[src/hdl/pix_pkg.sv]
`default_nettype none

package pix_pkg;

    // ======================================================================
    // Sensor pixel format
    // ======================================================================
    localparam int PIX_WIDTH = 12;

    typedef logic [PIX_WIDTH-1:0] pix_t;

    // One sample of the parallel sensor bus
    typedef struct packed {
        logic fv;
        logic lv;
        pix_t d;
    } sensor_t;

    // ======================================================================
    // Pixel statistics
    // ======================================================================
    // Top bits that classify a pixel as highlight or shadow
    localparam int STAT_BITS = 7;

    // Column and row counters of the subsample grid
    localparam int GRID_BITS = 2;

    typedef logic [17:0] stat_count_t;

endpackage

`default_nettype wire

[src/hdl/frame_pkg.sv]
`default_nettype none

package frame_pkg;
    import pix_pkg::*;

    // ======================================================================
    // Stream words and record layout
    // ======================================================================
    localparam int WORD_WIDTH = 16;
    typedef logic [WORD_WIDTH-1:0] word_t;

    localparam int HEADER_WORDS = 4;
    typedef logic [HEADER_WORDS*WORD_WIDTH-1:0] header_t;

    localparam int CHECKSUM_WORDS = 2;

    // Image store and FIFO sizes
    localparam int STORE_DEPTH = 1024;
    localparam int ADDR_WIDTH = 10;
    typedef logic [ADDR_WIDTH:0] count_t;

    localparam int FIFO_DEPTH = 16;

    typedef struct packed {
        logic  write;
        word_t data;
    } stream_t;

    // ======================================================================
    // Fletcher-32 checksum as two sums or as two record words
    // ======================================================================
    typedef struct packed {
        word_t sum_b;
        word_t sum_a;
    } fletcher_t;

    typedef struct packed {
        word_t hi;
        word_t lo;
    } checksum_words_t;

    typedef union packed {
        fletcher_t       sums;
        checksum_words_t words;
    } checksum_u;

    // ======================================================================
    // Command and status
    // ======================================================================
    typedef struct packed {
        logic    capture_req;
        logic    readout_req;
        header_t header;
    } cmd_t;

    typedef struct packed {
        count_t      word_count;
        stat_count_t highlight_count;
        stat_count_t shadow_count;
    } status_t;

endpackage

`default_nettype wire

[src/hdl/capture_ctrl.sv]
`timescale 1ns/100ps
`default_nettype none

module capture_ctrl
    import frame_pkg::*;
(
    input  wire logic clk,
    input  wire logic arst_n,
    input  wire cmd_t cmd,
    output logic      cmd_ack,
    output logic      start_capture,
    output logic      start_readout,
    input  wire logic framer_done,
    input  wire logic fifo_ready,
    input  wire logic readout_done
);

    typedef enum logic [2:0] {
        s_idle,
        s_capturing,
        s_draining,
        s_readout,
        s_ack
    } state_t;

    state_t state;

    always_ff @(posedge clk or negedge arst_n) begin
        if (!arst_n) begin
            state         <= s_idle;
            cmd_ack       <= 1'b0;
            start_capture <= 1'b0;
            start_readout <= 1'b0;
        end else begin
            start_capture <= 1'b0;
            start_readout <= 1'b0;

            case (state)
                s_idle: begin
                    if (cmd.capture_req) begin
                        start_capture <= 1'b1;
                        state         <= s_capturing;
                    end else if (cmd.readout_req) begin
                        start_readout <= 1'b1;
                        state         <= s_readout;
                    end
                end

                // Framer still producing header, pixels or checksum
                s_capturing: begin
                    if (framer_done) begin
                        state <= s_draining;
                    end
                end

                // Last words still sitting in the FIFO
                s_draining: begin
                    if (!fifo_ready) begin
                        cmd_ack <= 1'b1;
                        state   <= s_ack;
                    end
                end

                s_readout: begin
                    if (readout_done) begin
                        cmd_ack <= 1'b1;
                        state   <= s_ack;
                    end
                end

                // Hold ack until the requester lets go
                s_ack: begin
                    if (!cmd.capture_req && !cmd.readout_req) begin
                        cmd_ack <= 1'b0;
                        state   <= s_idle;
                    end
                end

                default: state <= s_idle;
            endcase
        end
    end

endmodule

`default_nettype wire

[config.mk]
export PLATFORM = sky130hd
export DESIGN_NAME = capture_ctrl
export DESIGN_NICKNAME = d
export VERILOG_FILES = /design/src/hdl/pix_pkg.sv /design/src/hdl/frame_pkg.sv /design/src/hdl/capture_ctrl.sv
export SDC_FILE = /design/constraint.sdc
export NUM_CORES = 1
export LEC_CHECK = 0
export BUFFER_PORTS_ARGS = -buffer_cell sky130_fd_sc_hd__buf_2
export CAP_MARGIN = 20
export CORE_MARGIN = 2
export CORE_UTILIZATION = 18
export DETAILED_ROUTE_END_ITERATION = 16
export PLACE_DENSITY = 0.73
export SLEW_MARGIN = 20
export SYNTH_ARGS = -nofsm -noshare
export SYNTH_HDL_FRONTEND = slang
export SYNTH_SLANG_ARGS = --single-unit
[constraint.sdc]
create_clock -name clk -period 1.1 [get_ports clk]
set_clock_uncertainty 0.2 [all_clocks]
set_input_delay 0.11 -clock clk [delete_from_list [all_inputs] [get_ports clk]]
set_output_delay 0.11 -clock clk [all_outputs]
set_load 0.01 [all_outputs]
**Word-level counts from Yosys, hierarchy flattened**

Index checks and enable logic that the tools add are counted.

- Register bits: 6
- Input bits: 71
- Logic and storage cells: 36
- Output and inout bits: 3

- Multiplexer cells: 16
- Equality and inequality tests: 9
- Reduce and logical (&&, ||, !) cells: 7

Operator list:

| operator | count |
|---|---|
| 3-bit 2-to-1 mux | 6 |
| 3-bit one-hot mux with 5 select lines | 1 |
| 1-bit 2-to-1 mux | 8 |
| 2-bit != test (second input constant) | 4 |
| 3-bit by 2-bit == test with 1-bit output (second input constant) | 2 |
| 5-bit AND reduction | 1 |
| 4-bit AND reduction | 1 |
| 3-bit by 1-bit == test with 1-bit output (second input constant) | 1 |
| 3-bit == test (second input constant) | 1 |
| 3-bit zero test | 1 |
| 3-bit != test (second input constant) | 1 |
| 1-bit one-hot mux with 3 select lines | 1 |
| 3-bit nonzero test | 1 |
| 1-bit zero test | 2 |
| 1-bit logical AND | 1 |

**Logic depth before layout (Yosys ltp)**

- Word-level depth: 4
- Gate-level depth with buffers: 4
- Mapped depth without buffers: 3

**Worst setup path before layout**

Ideal clock, no wire load.

- Kind: reg-to-reg
- From: reg state[0]
- To: reg cmd_ack
- Slack: -132 ps
- Data required time: 758 ps
- Buffers on the path: 1
- Period minus slack after synthesis: 1,232 ps
- Library setup time: 142 ps
- Cell stages (with the launch flop): 4
- Data arrival time: 891 ps
- Path through: dfrtp_1 > buf_6 > o41ai_1 > a22oi_1

- Cells in the longest elaborated chain, start to end: 3
- Elaborated cells between the ends (all ways): 9
- Those cells by class: eq/ne: 6; mux: 1; reduce/logical: 2

Ends and longest elaborated chain:

| element | line | RTL |
|---|---|---|
| start: declaration | capture_ctrl.sv:26 | `state_t state;` |
| start signal: assignment | capture_ctrl.sv:30 | `state <= s_idle;` |
| start signal: assignment | capture_ctrl.sv:42 | `state <= s_capturing;` |
| start signal: assignment | capture_ctrl.sv:45 | `state <= s_readout;` |
| 3-bit == test / 3-bit by 2-bit == test with 1-bit output (equally long branches) | capture_ctrl.sv:38 | `case (state)` |
| 2-bit != test (no source line) / 3-bit nonzero test (equally long branches) | n/a |  |
| 4-bit AND reduction (no source line) | n/a |  |
| end signal: assignment | capture_ctrl.sv:31 | `cmd_ack <= 1'b0;` |
| end signal: assignment | capture_ctrl.sv:59 | `cmd_ack <= 1'b1;` |
| end signal: assignment | capture_ctrl.sv:66 | `cmd_ack <= 1'b1;` |
| end: declaration | capture_ctrl.sv:10 | `output logic cmd_ack,` |

Several ways; a longest one is shown, not always the timed one.
A chain may end at the register's enable or synchronous reset.

**Worst setup path after layout**

- From: reg state[0]
- To: reg state[1]

- Cells in the longest elaborated chain, start to end: 3
- Elaborated cells between the ends (all ways): 12
- Those cells by class: eq/ne: 9; mux: 1; reduce/logical: 2

Ends and longest elaborated chain:

| element | line |
|---|---|
| 3-bit == test (tied with other cells) | capture_ctrl.sv:38 |
| 2-bit != test (no source line) / 3-bit != test (equally long branches) | n/a |
| 5-bit AND reduction (no source line) | n/a |

Several ways; a longest one is shown, not always the timed one.

==> results.md <==
* CP peak stage delay at between 0.4 and 0.5 ns
* Max Clock Freq at around 830 MHz
* Tcrit/Tclk final at 110%
* Crit path buffers/inverters at 0
* Layout area overhead at 59.4%
* Worst r2r src: state[0]$_DFFE_PN0P_
* Final setup vio count at 6
* Outcome: complete, but fails checks
* Commonest cells in the netlist: dfrtp_1, mux2i_1, nor2_1
* Reg2Reg Depth at 3
* TritonCTS Sinks at 6
* Hold Buf Count CTS at 3
* Syn Std Cell Area at 287 µm²
* Dominant cells by area after synthesis: dfrtp_1, mux2i_1, nor3b_2
* Yosys warning total at 0
* Fin Hold WS at -0.0315 ns
* Hold WC Path Type: in2reg
* Crit path DAT at 1.18 ns
* Cts bufs inserted at 3
* Ant. Diodes at 0
* Syn_nets at 95
* Tmin final at around 1.2 ns
* Initial DRC count at 7
* Unrepaired setup endpoints after global routing: true
* Worst r2r dst: state[1]$_DFFE_PN0P_
* # rows at 14
* Mapped Cells at 24
* Post-synth top flop: dfrtp_1
* CTS tree: yes
* Final wirelength at just over 600 µm
* Worst VDD drop at 1080 µV
* Vias per cell at 4.38
* Die Height at 43.9 µm
* Post-synth top area share at 52.4%
* Hold path cells at 4
* Final Total Pwr at 1.09 mW
* H-tree depth at 1
* Total number of vias at 254
* Fin worst setup slack at -0.111 ns
* Synth async-reset ratio at 100%
* DRT Pass-1 Iters at 3
* Delay-heaviest family, CP: flip-flops
* Clk root buf: clkbuf_4
* Worst setup EP type: flop
* Post-synth EDFFs at 0
* Number of global-route vias before repair at 211
* Pins Over Slew Limit at 0
* Reg2reg setup slack at -0.11 ns
* Hold Path Origin: readout_done
* WP data required at 1.06 ns
* Clk pin slew, worst setup/hold paths at about 0.040 ns
* Io pins at 74
* Count leader, synth: dfrtp_1
* Flops & latches, synth at 6
* Area leader, netlist: dfrtp_1
* CP Class: reg2reg
* CP startpoint: state[0]$_DFFE_PN0P_
* Post-detailed-route wirelength per cell at 10.6 µm
* Largest net degree at the start of global routing at 9
* Core area at 1510 µm²
* Clock Latency Late Sink at 0.24 ns
* Hold endpoint: state[0]$_DFFE_PN0P_
* Total congestion overflow at 0
* Antenna-violating nets left at 0
* Post-synthesis cell type count at 17
* Ratio of cells with drive above 1 in the final layout at 59.5%
* GRT Overall Usage at 6.58%
* Port Buffers at 9
* Max FO, Critical Path at 8
* DIE WIDTH at between 40 and 50 µm
* Power Density at ~2400 nW/µm²
* First-pass GRT wire length at 869 µm
* Violated checks: negative hold slack, negative setup slack
* Die area at 1930 µm²
* Syn avg cell area at 11.9 µm²
* Seq/Total Area, Yosys at 52.4%
* Max clock buf depth at 2
* Crit start category: flop
* Final hold vios at 1
* Final Instance Area at 457 µm²
* Worst-Margin Slew at around 0.24 ns
* Remaining DRCs at 0
* MaxCap Viol Count at 0
* Crit-path slowest cell: dfrtp_2
* Starting density of the core at 19.0%
* Lkg Pwr at 0.211 nW
* Initial antenna violation count at 0
* Rel. slew slack at 83.7%
* Area after DPL at 348 µm²
* Crit-path cells: and2_4 > o21ai_4 > nor3b_2
* GP Congestion at 0.795
* Nets at 115
## worst max path at each step
stage / end / slack (ns) / cells after the start
2_1_floorplan: state[1]$_DFFE_PN0P_ / -0.06 / 4
4_1_cts: state[1]$_DFFE_PN0P_ / -0.1 / 3
3_5_place_dp: state[1]$_DFFE_PN0P_ / -0.14 / 3
5_1_grt: state[1]$_DFFE_PN0P_ / -0.14 / 3
6_report: state[1]$_DFFE_PN0P_ / -0.11 / 3
3_3_place_gp: state[1]$_DFFE_PN0P_ / -0.13 / 3
## cell usage in the layout, fill, tap and decap left out, types with 2 or more instances in the layout
| cell | n |
|---|---|
| nor3b_2 | 2 |
| mux2i_1 | 2 |
| dlygate4sd3_1 | 3 |
| buf_4 | 3 |
| clkbuf_4 | 3 |
| dfrtp_2 | 2 |
| buf_2 | 9 |
| dfrtp_1 | 4 |
## power by group
group,total [mW],leakage [nW],switching (mW),internal [mW]
clock,0.202,0.0138,0.0786,0.123
combinational,0.463,0.124,0.183,0.280
sequential,0.429,0.0729,0.115,0.313
total,1.09,0.211,0.377,0.717
## cell type report
cell class / count / area [µm²]
repair buffers: 16 / 109
fillers: 164 / 1050
well taps: 16 / 20.0
inverters: 1 / 3.75
multi-input cells: 16 / 149
flip-flops and latches: 6 / 153
clock buffers: 3 / 22.5
## worst register-to-register path: cells and delay by family, from the launching register on
kind | cells | cell delay [ns]
AO/OA/AOI/OAI | 1 | 0.13
AND/OR/NAND/NOR | 2 | 0.33
flip-flops | 1 | 0.47
## sequential cells by signal, summed over array words and instances, names as in the netlist
register and count:
state 3, cmd_ack 1, start_capture 1, start_readout 1
## through the flow
step / TNS, ns / setup WS (ns) / utilization (%) / instances
after floorplan: -0.132 / -0.0578 / - / 24
after global placement: -0.331 / -0.130 / 23.1 / 48
after detailed placement: -0.368 / -0.144 / 23.1 / 48
after CTS: -0.400 / -0.0964 / 29.0 / 56
after global routing: -0.718 / -0.135 / 30.3 / 58
final: -0.450 / -0.111 / 30.3 / 58
## kinds of logic after synthesis
kind of cell           after synthesis  synth area share (%)
DFF                                  6                  52.4
muxes                                2                  6.99
buffers and inverters                2                  5.24
and+or+nand+nor                      8                  20.5
AOI/OAI and AO/OA                    6                  14.8
## timing repair
item	4_1_cts	5_1_grt
gates resized for setup	6	1
endpoints found under the setup margin	5	7
pin swaps	3	3
hold endpoints to repair	9	1
buffers inserted	2	2
## metal layers
layer	part of all wire (%)	wire length (µm)	global-route usage, %
met5	0	0	0
met4	0	0	0
met3	12	73	6.25
met2	44	267	9.41
met1	44	271	7.67
(Power assumes the default switching activity.)
