### config.mk
export PLATFORM = sky130hd
export DESIGN_NAME = pixel_framer
export DESIGN_NICKNAME = d
export VERILOG_FILES = /design/src/hdl/pix_pkg.sv /design/src/hdl/frame_pkg.sv /design/src/hdl/fletcher_sum.sv /design/src/hdl/pixel_stats.sv /design/src/hdl/pixel_framer.sv
export SDC_FILE = /design/constraint.sdc
export NUM_CORES = 1
export LEC_CHECK = 0
export ABC_CLOCK_PERIOD_IN_PS = 6500
export BUFFER_PORTS_ARGS = -buffer_cell sky130_fd_sc_hd__buf_4
export CAP_MARGIN = 20
export CORE_MARGIN = 10
export CORE_UTILIZATION = 51
export CTS_CLUSTER_DIAMETER = 30
export DETAILED_ROUTE_END_ITERATION = 12
export PLACE_DENSITY = 0.74
export SLEW_MARGIN = 30
export SYNTH_ARGS = -nofsm -noshare
export SYNTH_HDL_FRONTEND = slang
export SYNTH_HIERARCHICAL = 1
export SYNTH_SLANG_ARGS = --single-unit
### constraint.sdc
create_clock -name clk -period 6.5 [get_ports clk]
set_clock_uncertainty 0.05 [all_clocks]
set_input_delay 0.325 -clock clk [delete_from_list [all_inputs] [get_ports clk]]
set_output_delay 0.325 -clock clk [all_outputs]
set_load 0.03 [all_outputs]
### src/hdl/pix_pkg.sv
`default_nettype none

package pix_pkg;

    // ======================================================================
    // Sensor pixel format
    // ======================================================================
    localparam int PIX_WIDTH = 12;

    typedef logic [PIX_WIDTH-1:0] pix_t;

    // One sample of the parallel sensor bus
    typedef struct packed {
        logic fv;
        logic lv;
        pix_t d;
    } sensor_t;

    // ======================================================================
    // Pixel statistics
    // ======================================================================
    // Top bits that classify a pixel as highlight or shadow
    localparam int STAT_BITS = 7;

    // Column and row counters of the subsample grid
    localparam int GRID_BITS = 2;

    typedef logic [17:0] stat_count_t;

endpackage

`default_nettype wire

### src/hdl/frame_pkg.sv
`default_nettype none

package frame_pkg;
    import pix_pkg::*;

    // ======================================================================
    // Stream words and record layout
    // ======================================================================
    localparam int WORD_WIDTH = 16;
    typedef logic [WORD_WIDTH-1:0] word_t;

    localparam int HEADER_WORDS = 4;
    typedef logic [HEADER_WORDS*WORD_WIDTH-1:0] header_t;

    localparam int CHECKSUM_WORDS = 2;

    // Image store and FIFO sizes
    localparam int STORE_DEPTH = 1024;
    localparam int ADDR_WIDTH = 10;
    typedef logic [ADDR_WIDTH:0] count_t;

    localparam int FIFO_DEPTH = 16;

    typedef struct packed {
        logic  write;
        word_t data;
    } stream_t;

    // ======================================================================
    // Fletcher-32 checksum as two sums or as two record words
    // ======================================================================
    typedef struct packed {
        word_t sum_b;
        word_t sum_a;
    } fletcher_t;

    typedef struct packed {
        word_t hi;
        word_t lo;
    } checksum_words_t;

    typedef union packed {
        fletcher_t       sums;
        checksum_words_t words;
    } checksum_u;

    // ======================================================================
    // Command and status
    // ======================================================================
    typedef struct packed {
        logic    capture_req;
        logic    readout_req;
        header_t header;
    } cmd_t;

    typedef struct packed {
        count_t      word_count;
        stat_count_t highlight_count;
        stat_count_t shadow_count;
    } status_t;

endpackage

`default_nettype wire

### src/hdl/fletcher_sum.sv
`timescale 1ns/100ps
`default_nettype none

module fletcher_sum
    import frame_pkg::*;
(
    input  wire logic  clk,
    input  wire logic  arst_n,
    input  wire logic  clear,
    input  wire logic  en,
    input  wire word_t din,
    output checksum_u  sum
);

    word_t a_next;

    // Addition modulo 65535 with one conditional subtract
    function automatic word_t mod_add(word_t x, word_t y);
        logic [WORD_WIDTH:0] s;
        logic [WORD_WIDTH:0] m;
        m = {1'b0, {WORD_WIDTH{1'b1}}};
        s = {1'b0, x} + {1'b0, y};
        if (s >= m) begin
            s = s - m;
        end
        return s[WORD_WIDTH-1:0];
    endfunction

    assign a_next = mod_add(sum.sums.sum_a, din);

    always_ff @(posedge clk or negedge arst_n) begin
        if (!arst_n) begin
            sum <= '0;
        end else if (clear) begin
            sum <= '0;
        end else if (en) begin
            sum.sums.sum_a <= a_next;
            sum.sums.sum_b <= mod_add(sum.sums.sum_b, a_next);
        end
    end

endmodule

`default_nettype wire

### src/hdl/pixel_stats.sv
`timescale 1ns/100ps
`default_nettype none

module pixel_stats
    import pix_pkg::*;
(
    input  wire logic    clk,
    input  wire logic    arst_n,
    input  wire logic    clear,
    input  wire sensor_t sensor,
    input  wire logic    active,
    output stat_count_t  highlight_count,
    output stat_count_t  shadow_count
);

    logic [GRID_BITS-1:0] col;
    logic [GRID_BITS-1:0] row;
    logic                 lv_prev;
    logic                 sample;
    pix_t                 sample_pix;

    // Grid position within the frame
    always_ff @(posedge clk or negedge arst_n) begin
        if (!arst_n) begin
            col     <= '0;
            row     <= '0;
            lv_prev <= 1'b0;
            sample  <= 1'b0;
        end else begin
            lv_prev <= sensor.lv;
            col     <= sensor.lv ? col + 1'b1 : '0;
            if (!sensor.fv) begin
                row <= '0;
            end else if (lv_prev && !sensor.lv) begin
                row <= row + 1'b1;
            end
            // Grid hit decided one cycle ahead of the count
            sample <= active && sensor.fv && sensor.lv && (col == '0) && (row == '0);
        end
    end

    always_ff @(posedge clk) begin
        sample_pix <= sensor.d;
    end

    always_ff @(posedge clk or negedge arst_n) begin
        if (!arst_n) begin
            highlight_count <= '0;
            shadow_count    <= '0;
        end else if (clear) begin
            highlight_count <= '0;
            shadow_count    <= '0;
        end else if (sample) begin
            if (&sample_pix[PIX_WIDTH-1 -: STAT_BITS]) begin
                highlight_count <= highlight_count + 1'b1;
            end else if (~|sample_pix[PIX_WIDTH-1 -: STAT_BITS]) begin
                shadow_count <= shadow_count + 1'b1;
            end
        end
    end

endmodule

`default_nettype wire

### src/hdl/pixel_framer.sv
`timescale 1ns/100ps
`default_nettype none

module pixel_framer
    import pix_pkg::*;
    import frame_pkg::*;
(
    input  wire logic    clk,
    input  wire logic    arst_n,
    input  wire sensor_t sensor,
    input  wire header_t header,
    input  wire logic    start_capture,
    output stream_t      stream,
    output logic         framer_done,
    output stat_count_t  highlight_count,
    output stat_count_t  shadow_count
);

    typedef enum logic [2:0] {
        s_idle,
        s_header,
        s_wait_low,
        s_wait_high,
        s_pixels,
        s_checksum,
        s_done
    } state_t;

    typedef logic [$clog2(HEADER_WORDS)-1:0] hdr_idx_t;
    typedef logic [$clog2(CHECKSUM_WORDS)-1:0] ck_idx_t;

    state_t    state;
    sensor_t   sen_q;
    header_t   hdr_sr;
    hdr_idx_t  hdr_left;
    ck_idx_t   ck_idx;
    logic      pixel_phase;
    logic      word_en;
    word_t     word_data;
    logic      ck_en;
    word_t     ck_word;
    checksum_u sum;

    // Input register stage for the sensor bus
    always_ff @(posedge clk or negedge arst_n) begin
        if (!arst_n) begin
            sen_q <= '0;
        end else begin
            sen_q <= sensor;
        end
    end

    // ======================================================================
    // Word selection
    // ======================================================================
    assign pixel_phase = (state == s_wait_high) || (state == s_pixels);

    // Header and pixel words feed the checksum
    always_comb begin
        word_en   = 1'b0;
        word_data = {{(WORD_WIDTH-PIX_WIDTH){1'b0}}, sen_q.d};
        if (state == s_header) begin
            word_en   = 1'b1;
            word_data = hdr_sr[$bits(header_t)-1 -: WORD_WIDTH];
        end else if (pixel_phase) begin
            word_en = sen_q.fv && sen_q.lv;
        end
    end

    // First checksum word goes out as soon as fv is seen low
    assign ck_en   = (state == s_checksum) || ((state == s_pixels) && !sen_q.fv);
    assign ck_word = (ck_idx == '0) ? sum.words.hi : sum.words.lo;

    always_ff @(posedge clk) begin
        if (start_capture) begin
            hdr_sr <= header;
        end else if (state == s_header) begin
            hdr_sr <= hdr_sr << WORD_WIDTH;
        end
    end

    // ======================================================================
    // Framing FSM
    // ======================================================================
    always_ff @(posedge clk or negedge arst_n) begin
        if (!arst_n) begin
            state       <= s_idle;
            hdr_left    <= '0;
            ck_idx      <= '0;
            stream      <= '0;
            framer_done <= 1'b0;
        end else begin
            framer_done  <= 1'b0;
            stream.write <= word_en || ck_en;
            stream.data  <= ck_en ? ck_word : word_data;
            if (ck_en) begin
                ck_idx <= ck_idx + 1'b1;
            end

            case (state)
                s_header: begin
                    hdr_left <= hdr_left - 1'b1;
                    if (hdr_left == '0) begin
                        state <= s_wait_low;
                    end
                end
                s_wait_low: begin
                    if (!sen_q.fv) begin
                        state <= s_wait_high;
                    end
                end
                s_wait_high: begin
                    if (sen_q.fv) begin
                        state <= s_pixels;
                    end
                end
                s_pixels: begin
                    if (!sen_q.fv) begin
                        state <= s_checksum;
                    end
                end
                s_checksum: begin
                    if (ck_idx == ck_idx_t'(CHECKSUM_WORDS - 1)) begin
                        state <= s_done;
                    end
                end
                s_done: begin
                    framer_done <= 1'b1;
                    state       <= s_idle;
                end
                default: ;
            endcase

            if (start_capture) begin
                state    <= s_header;
                hdr_left <= hdr_idx_t'(HEADER_WORDS - 1);
                ck_idx   <= '0;
            end
        end
    end

    fletcher_sum u_sum (
        .clk    (clk),
        .arst_n (arst_n),
        .clear  (start_capture),
        .en     (word_en),
        .din    (word_data),
        .sum    (sum)
    );

    pixel_stats u_stats (
        .clk             (clk),
        .arst_n          (arst_n),
        .clear           (start_capture),
        .sensor          (sen_q),
        .active          (pixel_phase),
        .highlight_count (highlight_count),
        .shadow_count    (shadow_count)
    );

endmodule

`default_nettype wire

Yosys cells after proc, flatten, opt, wreduce, memory -nomap -nowiden --
Cells that the tools add are included.
Storage, ports and cells: register bits after elaboration 188, latch bits 0, RAM bits 0, bits in read-only memories 0, input bits 81, output and inout port bits 54, word-level logic and storage cells 103, memories kept 0
Cells by class: $add $sub $neg 10, $mul 0, divide/modulo/power cells 0, $lt $le $gt $ge 2, equal/unequal tests 14, shifts and indexed selects 0, muxes and demuxes 33, bitwise logic cells 0, reductions and logical operators 26
Operators with widths (number):
- two-way mux 64 bit | 2
- two-way mux 18 bit | 7
- two-way mux 16 bit | 5
- two-way mux 32 bit | 2
- adder 18 x 1 -> 18 bit (second input constant) | 2
- adder 16 x 16 -> 17 bit | 2
- greater-or-equal comparator 17 x 16 -> 1 bit (second input constant) | 2
- subtractor 16 bit (second input constant) | 2
- two-way mux 3 bit | 6
- case mux 3 bit (6 select lines) | 1
- != test 3 bit (second input constant) | 4
- two-way mux 2 bit | 5
- nonzero test 2 bit | 5
- == test 3 bit (second input constant) | 3
- logical AND 1 bit | 7
- AND reduction 7 bit | 1
- nonzero test 7 bit | 1
- OR reduction 7 bit | 1
- == test 3 x 2 -> 1 bit (second input constant) | 2
- logical NOT 2 bit | 3
- AND reduction 6 bit | 1
- two-way mux 1 bit | 5
- adder 2 x 1 -> 2 bit (second input constant) | 2
- != test 2 bit (second input constant) | 2
- other kinds (9) | 12

Longest topological paths before layout --
Gate-level depths: netlist of the first run.
word-level depth 10, gate-level depth with buffers 27, gate-level depth less buffers 24

Hierarchy --
Netlist of the first run, hierarchy kept.
Modules (own cells, without submodules):
- pixel_framer | instances 1, cells an instance 270, area an instance 4384.2 µm², sequential area each 2872.8 µm²
- fletcher_sum | instances 1, cells an instance 517, area an instance 4175.3 µm², sequential area each 800.8 µm²
- pixel_stats | instances 1, cells an instance 232, area an instance 2260.9 µm², sequential area each 1191.1 µm²

Worst setup path before layout of the first run --
OpenSTA, ideal clock, no wires.
path type register to register, start point register state[0], end point register u_sum/sum[31] in the netlist's numbering, setup time 87 ps, arrival 6468 ps, data required time 6363 ps, path slack -105 ps, cell stages (with the launch flop) 26, path buffers 2, clock period less this slack 6605 ps, cell sequence dfrtp_1 > or3b_1 > buf_6 > buf_8 > mux2_4 > ha_1 > inv_1 > fa_1 > nor2b_1 > o31a_1 > o31ai_1 > nor3b_2 > nand4b_1 > o41ai_4 > nand2_1 > xnor2_1 > ha_1 > nor2b_4 > o31a_1 > o2111a_2 > o41ai_1 > xnor2_1 > nand4_4 > or4_4 > mux2_4 > a211oi_2
Between the ends: cells in the longest elaborated chain, start to end 10, elaborated cells on any way between the ends 18, classes of those cells 4 x add/sub; 2 x order compare; 3 x eq/ne; 7 x mux; 2 x reduce/logical
Ends and longest elaborated chain:
- start, declared | RTL line pixel_framer.sv:32 | state_t state;
- start signal, assigned | RTL line pixel_framer.sv:87 | state <= s_idle;
- start signal, assigned | RTL line pixel_framer.sv:104 | state <= s_wait_low;
- start signal, assigned | RTL line pixel_framer.sv:109 | state <= s_wait_high;
- == test 3 x 1 -> 1 bit * | RTL line pixel_framer.sv:62 | if (state == s_header) begin
- two-way mux 16 bit * | RTL line pixel_framer.sv:62
- net word_data[0] | RTL line pixel_framer.sv:39 | word_t word_data;
- adder 16 x 16 -> 17 bit * | RTL line fletcher_sum.sv:22 | s = {1'b0, x} + {1'b0, y};
- subtractor 16 bit / greater-or-equal comparator 17 x 16 -> 1 bit (equally long branches) | RTL line fletcher_sum.sv:24, fletcher_sum.sv:23
- two-way mux 16 bit * | RTL line fletcher_sum.sv:23 | if (s >= m) begin
- adder 16 x 16 -> 17 bit * | RTL line fletcher_sum.sv:22
- subtractor 16 bit / greater-or-equal comparator 17 x 16 -> 1 bit (equally long branches) | RTL line fletcher_sum.sv:24, fletcher_sum.sv:23
- two-way mux 16 bit * | RTL line fletcher_sum.sv:23
- two-way mux 32 bit * | RTL line fletcher_sum.sv:36 | end else if (en) begin
- two-way mux 32 bit * | RTL line fletcher_sum.sv:34 | end else if (clear) begin
- end, declared | RTL line fletcher_sum.sv:12 | output checksum_u sum
The timed path passes the listed nets; every way through them passes the cells marked *. The select of a mux whose other input is x is not followed. A chain may end at the register's enable or synchronous reset.

Final worst setup path of the first run --
start point register state[1], end point register u_sum/sum[26] in the netlist's numbering
The elaborated chain is that of the path after synthesis.

==> out/summary.md, run 1 <==
The run finished, with violations left. The checks that failed: setup timing. The number of remaining DRC errors was 0; the instance count of the mapped netlist was 1,019. The cell repeated most along the worst path was sky130_fd_sc_hd__buf_4.

The number of vias after detailed routing is 9,096, and the met1 track demand over resource is 26.5%. The startpoint of the lowest-slack register-to-register path is state[1]. Across all hold checks on the routed design, the worst slack comes to 120 ps.

The final antenna-violating net count came out at 0. met2 is the most crowded layer. Root buffer cell: sky130_fd_sc_hd__clkbuf_16.

In this run the tool buffered the top-level ports with 134 buffer cells. The share of flip-flops with an asynchronous set or reset is 61.2%. The final-report setup violation count is 1. In this run the deepest clock path goes through 2 buffers. The final layout contains 1,411 nets.

For the worst setup path, the data required time is 6770 ps. For this run, the share of the core covered by cells in the final layout is 68.3%. By area the synthesized netlist is led by sky130_fd_sc_hd__dfrtp_1 26%, sky130_fd_sc_hd__edfxtp_1 18%, sky130_fd_sc_hd__mux2_2 8.3%. Final worst-path cycle share: 100%. The critical path data arrival time was 6800 ps.

The pin slew with the least headroom to its limit is 927 ps. STA classifies the critical path endpoint as a flip-flop. Routed wirelength normalized by instance count: 19.1 um.

The met3 usage came out at 5.58%. The die covers 27,400 sq um. In the final layout, the share of cells above drive strength 1 is 37.9%. The cell area after synthesis came out at 10,800 sq um.

Synthesis inferred 183 register bits. From synthesis to final layout, the design area changed by 32.3%. When the netlist entered floorplanning its net count stood at 1,145.

In this run, the number of DRC markers left after iteration 0 of detailed routing was 543. The total iterations of the first detailed-routing run was 5; the post-detailed-route via-to-cell ratio was 5.78. Slowest cell on the critical path: sky130_fd_sc_hd__or4_1.

Largest area contributor in the netlist: sky130_fd_sc_hd__dfrtp_1. For the maximum achievable frequency, the log shows 153 MHz. Setup repair after global routing could not meet its margin everywhere. The die extent in y works out to 166 um. The normalized max-slew margin was 38.2%; the aggregate routed wire length was 30,100 um. The number of antenna violations at the first check in global routing came out at 1. The first global-routing pass estimated 47,400 um of wire. Summing all multi-input logic gate instances after layout gives 6090 sq um. The maximum fanout along the worst path works out to 11.

The number of global-route vias before repair is 8,913, and the sequential cell area fraction in the yosys report is 45.0%. The logs give 0.937 for the routability congestion estimate and 78 for the largest net degree at the start of global routing. The later pin in the worst-skew pair is clocked with a latency of 440 ps. A synthesized cell averages 10.6 sq um. The run gives -28.5 ps as the summed negative setup slack over all endpoints. The top-area cell type share of the netlist area is 25.9%, and the HPWL after detailed placement is 21,800 um. The tools report the total area of sequential cells as 4860 sq um.

Category of cells accounting for the largest share of critical-path delay: compound AO/OA/AOI/OAI gates. Met2 routing resource usage after global routing: 33.7%. The worst hold path begins at header[5].

The largest stage delay on the critical path was 540 ps. The tools report the number of inserted filler cells in the final layout as 1,607. The number of H-tree levels is 4, and the least setup slack across all paths after layout is -28.5 ps. Measured along the x axis, the die boundary spans 166 um.

In this run, synthesis inferred 64 flip-flops with an integrated enable. The tools report the launch point of the critical path as state[1]. The classification of the worst setup path is flip-flop to flip-flop. Counting distinct cell types in the post-synthesis netlist gives 94.

For the total number of clock tree sinks, the log shows 183. Once the floorplan was initialized, standard cells occupied 51.6% of the core. The critical path contains buffers and inverters numbering 6 combined.

In this run the core area contains 53 standard-cell rows. The floorplan step defined a core boundary enclosing 21,000 sq um. The main flop type after synthesis is sky130_fd_sc_hd__dfrtp_1. For this design the top-level I/O count stands at 135. The number of buffers created by CTS is 17. The global route total overflow was 0; the global-route total usage across every layer was 20.7%. The final hold violation count came out at 0.

TritonCTS built the clock tree. The run gives 0 as the number of pins exceeding their max-slew limit in the final report. The clock-pin transition on the worst setup and hold timing paths was 70 ps; the minimum period implied by the final worst setup slack was 6530 ps.

Class of the worst hold path: input port to flip-flop. The run gives 6 as the number of warnings issued by yosys. Max-cap violations in this run came to 0.

The worst setup path is launched from a flip-flop.
-- cell usage after synthesis (4+ instances only) --
library cell and instances:
sky130_fd_sc_hd__and2b_1 4, sky130_fd_sc_hd__mux2i_1 10, sky130_fd_sc_hd__mux2_4 8, sky130_fd_sc_hd__or2_2 5, sky130_fd_sc_hd__o211ai_1 9, sky130_fd_sc_hd__nand4_1 15
sky130_fd_sc_hd__nor3_1 15, sky130_fd_sc_hd__clkbuf_1 31, sky130_fd_sc_hd__nand2b_1 9, sky130_fd_sc_hd__a21oi_1 56, sky130_fd_sc_hd__o21bai_1 5, sky130_fd_sc_hd__ha_1 43
sky130_fd_sc_hd__o21a_1 19, sky130_fd_sc_hd__xnor2_1 33, sky130_fd_sc_hd__nand2_1 58, sky130_fd_sc_hd__inv_1 33, sky130_fd_sc_hd__nand3_1 17, sky130_fd_sc_hd__and4_1 5
sky130_fd_sc_hd__nand4b_1 4, sky130_fd_sc_hd__edfxtp_1 64, sky130_fd_sc_hd__mux2_2 80, sky130_fd_sc_hd__or4_1 10, sky130_fd_sc_hd__a31oi_1 5, sky130_fd_sc_hd__buf_2 5
sky130_fd_sc_hd__a211o_1 4, sky130_fd_sc_hd__nor2b_1 9, sky130_fd_sc_hd__dfxtp_1 7, sky130_fd_sc_hd__a31o_2 5, sky130_fd_sc_hd__a211oi_1 16, sky130_fd_sc_hd__a21o_1 16
sky130_fd_sc_hd__and2_1 36, sky130_fd_sc_hd__nor4_1 10, sky130_fd_sc_hd__or3_1 21, sky130_fd_sc_hd__o21ai_0 40, sky130_fd_sc_hd__dfrtp_1 112, sky130_fd_sc_hd__xor2_1 8
sky130_fd_sc_hd__nor2_1 81, sky130_fd_sc_hd__and3_1 14, sky130_fd_sc_hd__a311oi_1 4, sky130_fd_sc_hd__o31ai_1 10
-- routing by layer --
metal	part of all wire (%)	vias to the layer above	wire [um]
li1	-	4331	-
met1	43	4444	12900
met2	48	281	14500
met3	7.3	40	2200
met4	1.8	0	535
met5	0	-	0
-- layout by cell type (no fill, tap or decap), types with 14 or more instances in the layout --
cell                            count
sky130_fd_sc_hd__mux2_2            79
sky130_fd_sc_hd__edfxtp_1          64
sky130_fd_sc_hd__or3_1             20
sky130_fd_sc_hd__nand4_1           15
sky130_fd_sc_hd__nor2_1            80
sky130_fd_sc_hd__a21oi_1           48
sky130_fd_sc_hd__and2_1            36
sky130_fd_sc_hd__ha_1              35
sky130_fd_sc_hd__o21a_1            19
sky130_fd_sc_hd__a21o_1            16
sky130_fd_sc_hd__buf_4            268
sky130_fd_sc_hd__and3_1            14
sky130_fd_sc_hd__xnor2_1           26
sky130_fd_sc_hd__inv_1             32
sky130_fd_sc_hd__nand3_1           17
sky130_fd_sc_hd__clkbuf_16         17
sky130_fd_sc_hd__dfrtp_1          112
sky130_fd_sc_hd__dlygate4sd3_1     15
sky130_fd_sc_hd__o21ai_0           33
sky130_fd_sc_hd__nand2_1           55
-- path summary, 6_finish.rpt --
| path | slack, ps | end | depth (start not counted) |
|---|---|---|---|
| worst max-delay path | -30 | u_sum/sum[26] | 25 |
| min in group asynchronous | 370 | u_stats/highlight_count[11] | 2 |
| worst min-delay path | 120 | hdr_sr[5] | 2 |
| max in group asynchronous | 4990 | hdr_left[0] | 4 |
| worst min register to register | 320 | u_stats/sample_pix[8] | 0 |
| worst max register to register | -30 | u_sum/sum[26] | 25 |
-- cell families (layout without fill, tap and decap cells) --
kind of cell             Yosys count  in the layout  synth area share [%]
AO/OA/AOI/OAI                    238            238                  15.6
XOR/XNOR                          42             42                  3.47
AND/OR/NAND/NOR                  338            338                  17.3
other                              0              1                     0
multiplexers                      98             98                  10.4
buffers and inverters             75            354                  2.97
adder cells (fa/ha/maj)           45             45                  5.34
flip-flops                       183            183                  45.0
-- area by class of cell --
type / instances / share of cell area (%)
clock inverter: 14 / 1.44
multi-input combinational: 761 / 42.6
timing repair buffer: 288 / 15.7
clock buffer: 18 / 3.00
sequential: 183 / 34.0
antenna: 1 / 0.0175
inverter: 34 / 0.909
tap: 275 / 2.40
-- flip-flops by register name, summed over array words and instances, names as in the netlist, 2 cells and up --
name	cells
hdr_sr	64
u_sum/sum	32
state	3
u_stats/col	2
sen_q	14
u_stats/shadow_count	18
u_stats/highlight_count	18
u_stats/row	2
hdr_left	2
stream	17
u_stats/sample_pix	7
-- through the flow --
stage          std cells  worst slack (ps)  area, sq um
6_report            1574             -28.5        14300
5_1_grt             1574              -271        14300
4_1_cts             1555             -28.4        13800
3_5_place_dp        1504              -285        12900
3_3_place_gp        1504              -202        12900
2_1_floorplan       1019              24.4        10900
-- timing repair --
| item | CTS | global route |
|---|---|---|
| setup buffers | 4 | 17 |
| gates resized for setup | 26 | 62 |
| pin swaps | 20 | 43 |
| endpoints found under the hold margin | 60 | 0 |
| hold buffers | 15 | 0 |
| setup endpoints to repair | 15 | 16 |
Power of run 1 is left out: the tool's default activity adds up to more than one toggle a clock period on the data nets, which glitch-free logic cannot reach.
==> run 2: changes to the inputs <==
--- a/config.mk
+++ b/config.mk
@@ -13,6 +13,7 @@
 export CTS_CLUSTER_DIAMETER = 30
 export DETAILED_ROUTE_END_ITERATION = 12
 export PLACE_DENSITY = 0.74
+export REMOVE_ABC_BUFFERS = 1
 export SLEW_MARGIN = 30
 export SYNTH_ARGS = -nofsm -noshare
 export SYNTH_HDL_FRONTEND = slang
==> out/summary.md, run 2 (synthesis results as in run 1) <==
The maximum achievable frequency was 149 MHz (was 153 MHz); the final worst-path cycle share was 104% (was 100%). Failing checks: setup timing (unchanged). The minimum period implied by the final worst setup slack is 6730 ps (was 6530 ps). The tools report the number of buffers on the longest clock path as 2 (unchanged).

For the final-report setup violation count, the log shows 14 (was 1). Category of the worst setup path launch point: a flip-flop (unchanged). The post-detailed-route via-to-cell ratio came out at 5.80 (was 5.78). The global route total overflow is 0 (unchanged), and the area growth from synthesis to layout is 35.4% (was 32.3%). The cell repeated most along the worst path is sky130_fd_sc_hd__buf_6 (was sky130_fd_sc_hd__buf_4). The clock-pin transition on the worst setup and hold timing paths was 80 ps (was 70 ps); the finished layout cell area was 14,600 sq um (was 14,300 sq um).

Number of pins exceeding their max-slew limit in the final report: 0 (unchanged). The routed wirelength normalized by instance count was 19.2 um (was 19.1 um). The number of H-tree levels was 4 (unchanged).

The number of cells on the worst hold path works out to 2 (unchanged). The run gives 0 (unchanged) as the number of remaining DRC errors. The logs give 51.6% (unchanged) for the starting utilization of the core area and 1,511 (was 1,504) for the post-placement cell count. The cell count of the worst reg-to-reg path is 28 (was 25). Number of standard-cell rows in the floorplan: 53 (unchanged). The number of buffers created by CTS was 17 (unchanged); the HPWL after detailed placement was 21,000 um (was 21,800 um).

The routability congestion estimate was 0.910 (was 0.937); the count of buffering cells on the critical path with inverters included was 7 (was 6). The tools report the number of global-route vias before repair as 9,081 (was 8,913). The clock network latency to the later pin of the worst-skew pair is 440 ps (about the same). The logs give 36.4% (was 38.2%) for the normalized max-slew margin and -232 ps (was -28.5 ps) for the least setup slack across all paths after layout. The pin slew with the least headroom to its limit is 954 ps (was 927 ps), and the violation count after the first detailed-route iteration is 650 (was 543).

The share of final-layout standard cells stronger than drive strength 1 is 39.8% (was 37.9%). For the final hold violation count, the log shows 0 (unchanged). The tools report the endpoint type of the worst setup path as a flip-flop (unchanged). The tools report the data required time of the worst path as 6800 ps (was 6770 ps). The overall die area is 27,400 sq um (unchanged), and the count of inserted antenna diode cells is 0 (was 1). The run finished, with violations left. Total I/O pin count: 135 (unchanged). The commonest non-fill, non-tap cell in the layout was sky130_fd_sc_hd__buf_4 (unchanged). The class of the worst hold path was input port to flip-flop (unchanged). The hold slack was 112 ps (was 120 ps).

The largest stage delay on the critical path was 500 ps (was 540 ps). For the number of standard cells in the final layout excluding fillers, the log shows 1,601 (was 1,574). The run gives 1,439 (was 1,411) as the number of nets in the layout. Largest regs: hdr_sr x64, u_sum/sum x32 (unchanged). Setup repair after global routing could not meet its margin everywhere.

The die extent in y works out to 166 um (unchanged). The first-pass GRT wire length was 47,300 um (was 47,400 um); the total number of clock tree sinks was 183 (unchanged). The chip width is 166 um (unchanged), and the final antenna-violating net count is 0 (unchanged). The number of cells on the critical path is 28 (was 25). The maximum fanout along the worst path is 8 (was 11), and the count of input and output buffers is 134 (unchanged). The classification of the worst setup path is flip-flop to flip-flop (unchanged). TritonCTS built the clock tree.

The largest net degree at the start of global routing came out at 75 (was 78). Aggregate routed wire length: 30,700 um (was 30,100 um). For the max capacitance violation total, the log shows 0 (unchanged). The tools report the global-route total usage across every layer as 20.6% (was 20.7%).

The tools report the root buffer cell as sky130_fd_sc_hd__clkbuf_16 (unchanged). The floorplan core area is 21,000 sq um (unchanged). Commonest cells after routing, fill and taps aside: 290 x sky130_fd_sc_hd__buf_4, 112 x sky130_fd_sc_hd__dfrtp_1, 80 x sky130_fd_sc_hd__nor2_1 (was 268 x sky130_fd_sc_hd__buf_4, 112 x sky130_fd_sc_hd__dfrtp_1, 80 x sky130_fd_sc_hd__nor2_1). Number of antenna violations at the first check in global routing: 0 (was 1). The slowest cell on the critical path is sky130_fd_sc_hd__or3b_4 (was sky130_fd_sc_hd__or4_1). The category of cells accounting for the largest share of critical-path delay was simple AND/OR/NAND/NOR gates (was compound AO/OA/AOI/OAI gates).

For the total iterations of the first detailed-routing run, the log shows 5 (unchanged). Register name with the most flops: hdr_sr (unchanged). The number of vias after detailed routing was 9,287 (was 9,096).

The flip-flop count of the largest register, all copies and words added works out to 64 (unchanged). The critical path data arrival time is 7030 ps (was 6800 ps), and the summed negative setup slack over all endpoints is -1630 ps (was -28.5 ps). The post-detailed-placement cell area was 12,900 sq um (about the same).
## run 2: cell count changes in the layout (fill, tap and decap cells not counted), moves of 3 or more
| cell | before | now |
|---|---|---|
| sky130_fd_sc_hd__ha_1 | 35 | 30 |
| sky130_fd_sc_hd__bufinv_16 | 3 | 0 |
| sky130_fd_sc_hd__inv_8 | 4 | 1 |
| sky130_fd_sc_hd__a211oi_2 | 6 | 2 |
| sky130_fd_sc_hd__buf_4 | 268 | 290 |
| sky130_fd_sc_hd__clkinv_8 | 2 | 7 |
| sky130_fd_sc_hd__buf_6 | 3 | 11 |
| sky130_fd_sc_hd__ha_4 | 7 | 11 |
| sky130_fd_sc_hd__nand2_2 | 3 | 0 |
## run 2: worst paths after layout
| path | end | startpoint | slack, ps |
|---|---|---|---|
| worst max-delay path | u_sum/sum[31] | state[2] | -230 |
| worst min-delay path | hdr_sr[5] | header[5] | 110 |
| worst max register to register | u_sum/sum[31] | state[2] | -230 |
| worst min register to register | u_stats/sample_pix[11] | sen_q[11] | 320 |
| max in group asynchronous | u_stats/shadow_count[7] | arst_n | 4710 |
| min in group asynchronous | u_sum/sum[19] | arst_n | 380 |
## run 2: layout make-up
class	count	area, sq um
Timing Repair Buffer	316	2450
Sequential cell	183	4860
Clock buffer	17	425
Fill cell	1502	6310
Inverter	34	128
Multi-Input combinational cell	761	6250
Tap cell	275	344
Clock inverter	15	183
## run 2: repair_timing
| action | in CTS | in global routing |
|---|---|---|
| hold buffers | 15 | 0 |
| setup endpoints to repair | 16 | 16 |
| pin swaps | 22 | 57 |
| resized for setup | 38 | 80 |
| buffers inserted | 13 | 31 |
| endpoints found under the hold margin | 61 | 0 |
## run 2: metrics by stage
step | worst slack, ps | utilization, %
final | -232 | 69.9
after detailed placement | -423 | 61.6
after floorplan | -251 | -
after CTS | 9.12 | 66.7
after global routing | -481 | 69.9
after global placement | -161 | 61.6
## run 2: per-layer routing
metal | track usage [%] | wire [um] | vias to the layer above
met5 | 0 | 0 | -
met4 | 5.89 | 701 | 0
met2 | 35.5 | 15600 | 275
li1 | - | - | 4373
met1 | 24.8 | 12600 | 4585
met3 | 5.47 | 1800 | 54
Power of run 2 is left out for the same reason.
